**src/source/cornet_settings.svh**
```systemverilog
`ifndef CORNET_SETTINGS_SVH
`define CORNET_SETTINGS_SVH

// ***************************************************************************
// system settings shared by the CPU, the bus unit and the memory
// ***************************************************************************

// address of the low byte of the reset vector
`define CORNET_RESET_VECTOR 16'hFFFC

// a memory read takes this many cycles from request to ready and may be set from 1 to 7
`define CORNET_MEM_LATENCY 2

// the memory covers the whole 16 bit address space
`define CORNET_MEM_BYTES 65536

`endif
```
**src/source/cornet_pkg.sv**
```systemverilog
`include "cornet_settings.svh"

package cornet_pkg;

   // ************************************************************************
   // data widths
   // ************************************************************************

   typedef logic [15:0] addr_t;
   typedef logic [7:0]  byte_t;

   // two bytes read low first, as the 6502 stores vectors and operands
   typedef logic [15:0] word_t;

   // ************************************************************************
   // state machines
   // ************************************************************************

   // instruction sequencer in cornet_control
   typedef enum logic [2:0] {
      reset_wait,
      vector_read,
      fetch,
      fetch_wait,
      execute,
      operand_wait,
      access_wait
   } seq_state_t;

   // memory cycle sequencer in cornet_bus_unit
   typedef enum logic [1:0] {
      idle,
      byte_wait,
      word_low_wait,
      word_high_wait
   } bus_state_t;

endpackage

```
**src/source/cornet_bus_unit.sv**
```systemverilog
`include "cornet_settings.svh"

module cornet_bus_unit (
   input  logic              clk,
   input  logic              reset_n,
   input  logic              rd_byte_req,
   input  logic              rd_word_req,
   input  logic              wr_req,
   input  cornet_pkg::addr_t req_addr,
   input  cornet_pkg::byte_t req_wr_data,
   output logic              rd_ack,
   output cornet_pkg::byte_t rd_byte,
   output cornet_pkg::word_t rd_word,
   output cornet_pkg::addr_t addr,
   output logic              rd_req,
   output logic              wr_en,
   output cornet_pkg::byte_t wr_data,
   input  logic              ready,
   input  cornet_pkg::byte_t rd_data
);

   cornet_pkg::bus_state_t state;
   cornet_pkg::addr_t      addr_q;
   logic                   rd_high_q;
   logic                   start_rd;

   // ************************************************************************
   // memory bus outputs
   // ************************************************************************

   // the first read of a request goes out in the strobe cycle itself
   assign start_rd = (state == cornet_pkg::idle) && (rd_byte_req || rd_word_req);

   assign rd_req = start_rd || rd_high_q;
   assign addr   = start_rd ? req_addr : addr_q;

   // ************************************************************************
   // request sequencer
   // ************************************************************************

   always_ff @(posedge clk) begin
      rd_ack    <= 1'b0;
      rd_high_q <= 1'b0;
      wr_en     <= 1'b0;
      if (!reset_n) begin
         state <= cornet_pkg::idle;
      end else begin
         case (state)
            cornet_pkg::idle: begin
               if (rd_byte_req) begin
                  addr_q <= req_addr;
                  state  <= cornet_pkg::byte_wait;
               end else if (rd_word_req) begin
                  addr_q <= req_addr;
                  state  <= cornet_pkg::word_low_wait;
               end else if (wr_req) begin
                  addr_q  <= req_addr;
                  wr_data <= req_wr_data;
                  wr_en   <= 1'b1;
               end
            end

            cornet_pkg::byte_wait: begin
               if (ready) begin
                  rd_byte <= rd_data;
                  rd_ack  <= 1'b1;
                  state   <= cornet_pkg::idle;
               end
            end

            // with the low byte in hand the high byte is read at the next address
            cornet_pkg::word_low_wait: begin
               if (ready) begin
                  rd_word[7:0] <= rd_data;
                  addr_q       <= addr_q + 16'd1;
                  rd_high_q    <= 1'b1;
                  state        <= cornet_pkg::word_high_wait;
               end
            end

            cornet_pkg::word_high_wait: begin
               if (ready) begin
                  rd_word[15:8] <= rd_data;
                  rd_ack        <= 1'b1;
                  state         <= cornet_pkg::idle;
               end
            end

            default: begin
               state <= cornet_pkg::idle;
            end
         endcase
      end
   end

endmodule

```
**config.mk**
```make
export PLATFORM = sky130hd
export DESIGN_NAME = cornet_bus_unit
export DESIGN_NICKNAME = d
export VERILOG_FILES = /design/src/source/cornet_pkg.sv /design/src/source/cornet_bus_unit.sv
export VERILOG_INCLUDE_DIRS = /design/src /design/src/source
export SDC_FILE = /design/constraint.sdc
export NUM_CORES = 1
export LEC_CHECK = 0
export BUFFER_PORTS_ARGS = -buffer_cell sky130_fd_sc_hd__buf_2
export CAP_MARGIN = 20
export CORE_MARGIN = 8
export CORE_UTILIZATION = 51
export CTS_BUF_LIST = sky130_fd_sc_hd__clkbuf_4
export CTS_CLUSTER_SIZE = 30
export DETAILED_ROUTE_END_ITERATION = 7
export PLACE_DENSITY_LB_ADDON = 0.08
export SLEW_MARGIN = 40
export SYNTH_ARGS = -nofsm -noshare
export SYNTH_HDL_FRONTEND = slang
export SYNTH_SLANG_ARGS = --single-unit
```
**constraint.sdc**
```tcl
create_clock -name clk -period 3.1 [get_ports clk]
set_input_delay 0.62 -clock clk [delete_from_list [all_inputs] [get_ports clk]]
set_output_delay 0.62 -clock clk [all_outputs]
set_load 0.01 [all_outputs]
```
==> results.toml <==
[setup_path]
criticalPathCategory = "reg2out"
worst_setup_path_end_kind = "primary output"
cp_data_arrival_time_ns = 1.81
path_cells = "nor2_1, o21ai_2, buf_4, mux2_2, buf_2"
startpoint_type = "flop"
critical_path_slowest_stage_cell = "sky130_fd_sc_hd__dfxtp_1"
path_depth = 5
crit-reg2reg-launch = "addr_q[0]"
cp_max_fo = 17
critical-path-max-stage-delay_ns = 0.53
reg2reg_slack_ns = 1.35
cp-endpoint = "addr[12]"
crit_family = "flip-flops"
reg2reg_to = "addr_q[14]"
rr_worst_depth = 5
critical_path_required_ns = 2.48
worstPathBufferInverterCount = 2
startpoint_of_the_worst_setup_timing_path = "state[1]"

[synth]
yosysTopAreaCellShare = 0.609
synth-edff-count = 48
synth.distinct_cells = 35
synth-async-reset-ratio = 0
synth_top_area_cell = "sky130_fd_sc_hd__edfxtp_1"
synthesis.area_um2 = 2370
synthesis.nets = 214
synth.most_common_cell = "sky130_fd_sc_hd__edfxtp_1"
synth_flop_type = "sky130_fd_sc_hd__edfxtp_1"
post_synth_main_area_contributors = "sky130_fd_sc_hd__edfxtp_1 (61%), sky130_fd_sc_hd__mux2_2 (8.1%), sky130_fd_sc_hd__dfxtp_1 (4.2%), sky130_fd_sc_hd__xnor2_1 (3.7%), sky130_fd_sc_hd__nand2_1 (3.6%)"
synth_area_per_cell_um2 = 13.5
ys_warn_count = 0
synth_common_cells = "sky130_fd_sc_hd__edfxtp_1 (48), sky130_fd_sc_hd__nand2_1 (23), sky130_fd_sc_hd__mux2_2 (17)"
ys_seq_elements = 53
post_synth_inst_count = 175
yosysSeqAreaShare = 0.652

[clock_tree]
post-cts-setup-buffers = 0
clock_sinks = 53
tritoncts = "done"
clock_latency_ns = 0.36
cts_htree_levels = 2
path_clk_slew_ns = 0.14
ctsHoldBuffers = 0
clockBufferDepth = 2
root_buffer = "sky130_fd_sc_hd__clkbuf_4"
tritoncts.num_buffers = 5
ctsResizeCount = 0

[route]
topRoutingLayerUsed = "met4"
vias_per_cell = 5.12
met2WireLength_um = 2450
routed_wl_um = 4930
dr_total_vias = 1642
antenna_left = 0
detail_route.first_pass.iterations = 4
drcViolationCount = 0
met3_wirelength_um = 395
met1_length_um = 2020
wl_per_cell_um = 15.4
drt_initial_violations = 72

[timing]
drv_slew = 0
fin_setup_tns_ns = 0
final.setup_skew_ns = 0.0109
layout_min_cycle_time_ns = 2.43
layout_worst_path_cycle_share = 0.784
worst_slew_pin_slew_ns = 0.752
maxClockFrequency_mhz = 412
post-route-worst-setup-slack_ns = 0.670
timing.max_slew.rel_slack = 0.497
endpoints_failing_hold = 0
setup_violations = 0
unrepaired_setup_endpoints_after_global_routing = "false"

[placed_design]
portBuffers = 88
dp.cells = 313
hpwl_um = 3760
gp_congestion = 0.756
detailedPlace.worstSlack_ns = 0.829

[power_and_ir_drop]
p_total_mw = 1.41
cellPowerDensity_nw_per_um2 = 479
ir_worst_vdd_mv = 0.276
leakage_power_nw = 1.17

[global_routing]
number_of_antenna_violations_at_the_first_check_in_global_routing = 0
grt.overflow.total = 0
grt_pass1_vias = 1755
grt_start_max_net_pins = 34
grt_first_pass_wirelength_um = 8180
grtUsageTotal = 0.140

[layout]
final_net_count = 307
instances_no_fill = 321
n_antenna_cell = 0
fillCellCount = 350
final-seq-area_um2 = 1540
drive_above_1_share = 0.472
flow.area_growth_from_synthesis_pct = 24.2
multi_input_comb_area_um2 = 786

[floorplan]
placeableCoreArea_um2 = 4410
die_area_um2 = 7070
initial_utilization = 0.536
fp-row-count = 24
die_h_um = 84.1
ioPinCount = 89
die-width_um = 84.1

[worst_hold_path]
worst_hold_startpoint = "req_wr_data[5]"
hold_path.class = "in2reg"

[job]
maxCapViolCount = 0

[run_status]
outcome = "finished, final reports clean"
==> layer usage <==
layer  vias up  global-route usage
li1        837                   -
met3         7              0.0537
met2        65               0.237
met4         0              0.0502
met5         -                   0
met1       733               0.157
==> metrics by stage <==
step	cell area (um2)	util	hold slack, ns
6_report	2940	0.666	0.423
5_1_grt	2940	0.666	0.394
4_1_cts	2940	0.666	0.405
3_5_place_dp	2880	0.652	0.609
3_3_place_gp	2880	0.652	0.608
2_1_floorplan	2370	-	0.548
==> final cells by class <==
| type | instances | share of cell area |
|---|---|---|
| Inverter | 4 | 0.00511 |
| Clock inverter | 2 | 0.00511 |
| Tap cell | 52 | 0.0221 |
| Multi-Input combinational cell | 112 | 0.267 |
| Timing Repair Buffer | 92 | 0.160 |
| Sequential cell | 53 | 0.525 |
| Clock buffer | 6 | 0.0153 |
==> worst min path at each step <==
stage	end	slack (ns)	cells past startpoint
final	wr_data[5]	0.42	1
after global routing	wr_data[4]	0.39	1
after CTS	wr_data[3]	0.41	1
after detailed placement	rd_ack	0.61	1
after global placement	rd_ack	0.61	1
after floorplan	state[0]	0.55	2
==> cells by family after synthesis <==
| logic type | synth area share |
|---|---|
| AND/OR/NAND/NOR | 0.145 |
| adder cells (fa/ha/maj) | 0.00529 |
| flip-flops | 0.652 |
| XOR/XNOR | 0.0481 |
| multiplexers | 0.0809 |
| buffers and inverters | 0.0190 |
| AO/OA/AOI/OAI | 0.0502 |
==> power by group <==
| part | internal, mW | switching (mW) |
|---|---|---|
| combinational | 0.117 | 0.124 |
| sequential | 0.821 | 0.0372 |
| clock | 0.0977 | 0.210 |
| total | 1.04 | 0.372 |
==> layout by cell type, fill, tap and decap left out, types with 2 or more instances in the layout <==
master	count
sky130_fd_sc_hd__nor4_2	3
sky130_fd_sc_hd__buf_2	88
sky130_fd_sc_hd__nor2_1	8
sky130_fd_sc_hd__edfxtp_1	48
sky130_fd_sc_hd__clkbuf_4	6
sky130_fd_sc_hd__mux2_2	17
sky130_fd_sc_hd__inv_1	4
sky130_fd_sc_hd__nor3_1	4
sky130_fd_sc_hd__buf_4	4
sky130_fd_sc_hd__nand4_1	2
sky130_fd_sc_hd__nand2b_1	2
sky130_fd_sc_hd__o21ai_2	2
sky130_fd_sc_hd__nor4_1	3
sky130_fd_sc_hd__clkinvlp_4	2
sky130_fd_sc_hd__dfxtp_1	5
sky130_fd_sc_hd__nor2b_1	2
sky130_fd_sc_hd__xor2_1	3
sky130_fd_sc_hd__o21ai_0	5
sky130_fd_sc_hd__o21ai_1	9
sky130_fd_sc_hd__nand3_1	6
sky130_fd_sc_hd__xnor2_1	10
sky130_fd_sc_hd__nand2_1	23
==> sequential cells by signal, summed over array words and instances (netlist names) <==
register and count:
rd_byte 8, state 2, rd_word 16, addr_q 16, wr_data 8, rd_high_q 1, wr_en 1, rd_ack 1
Note: power is estimated with default switching activity, not from simulation.
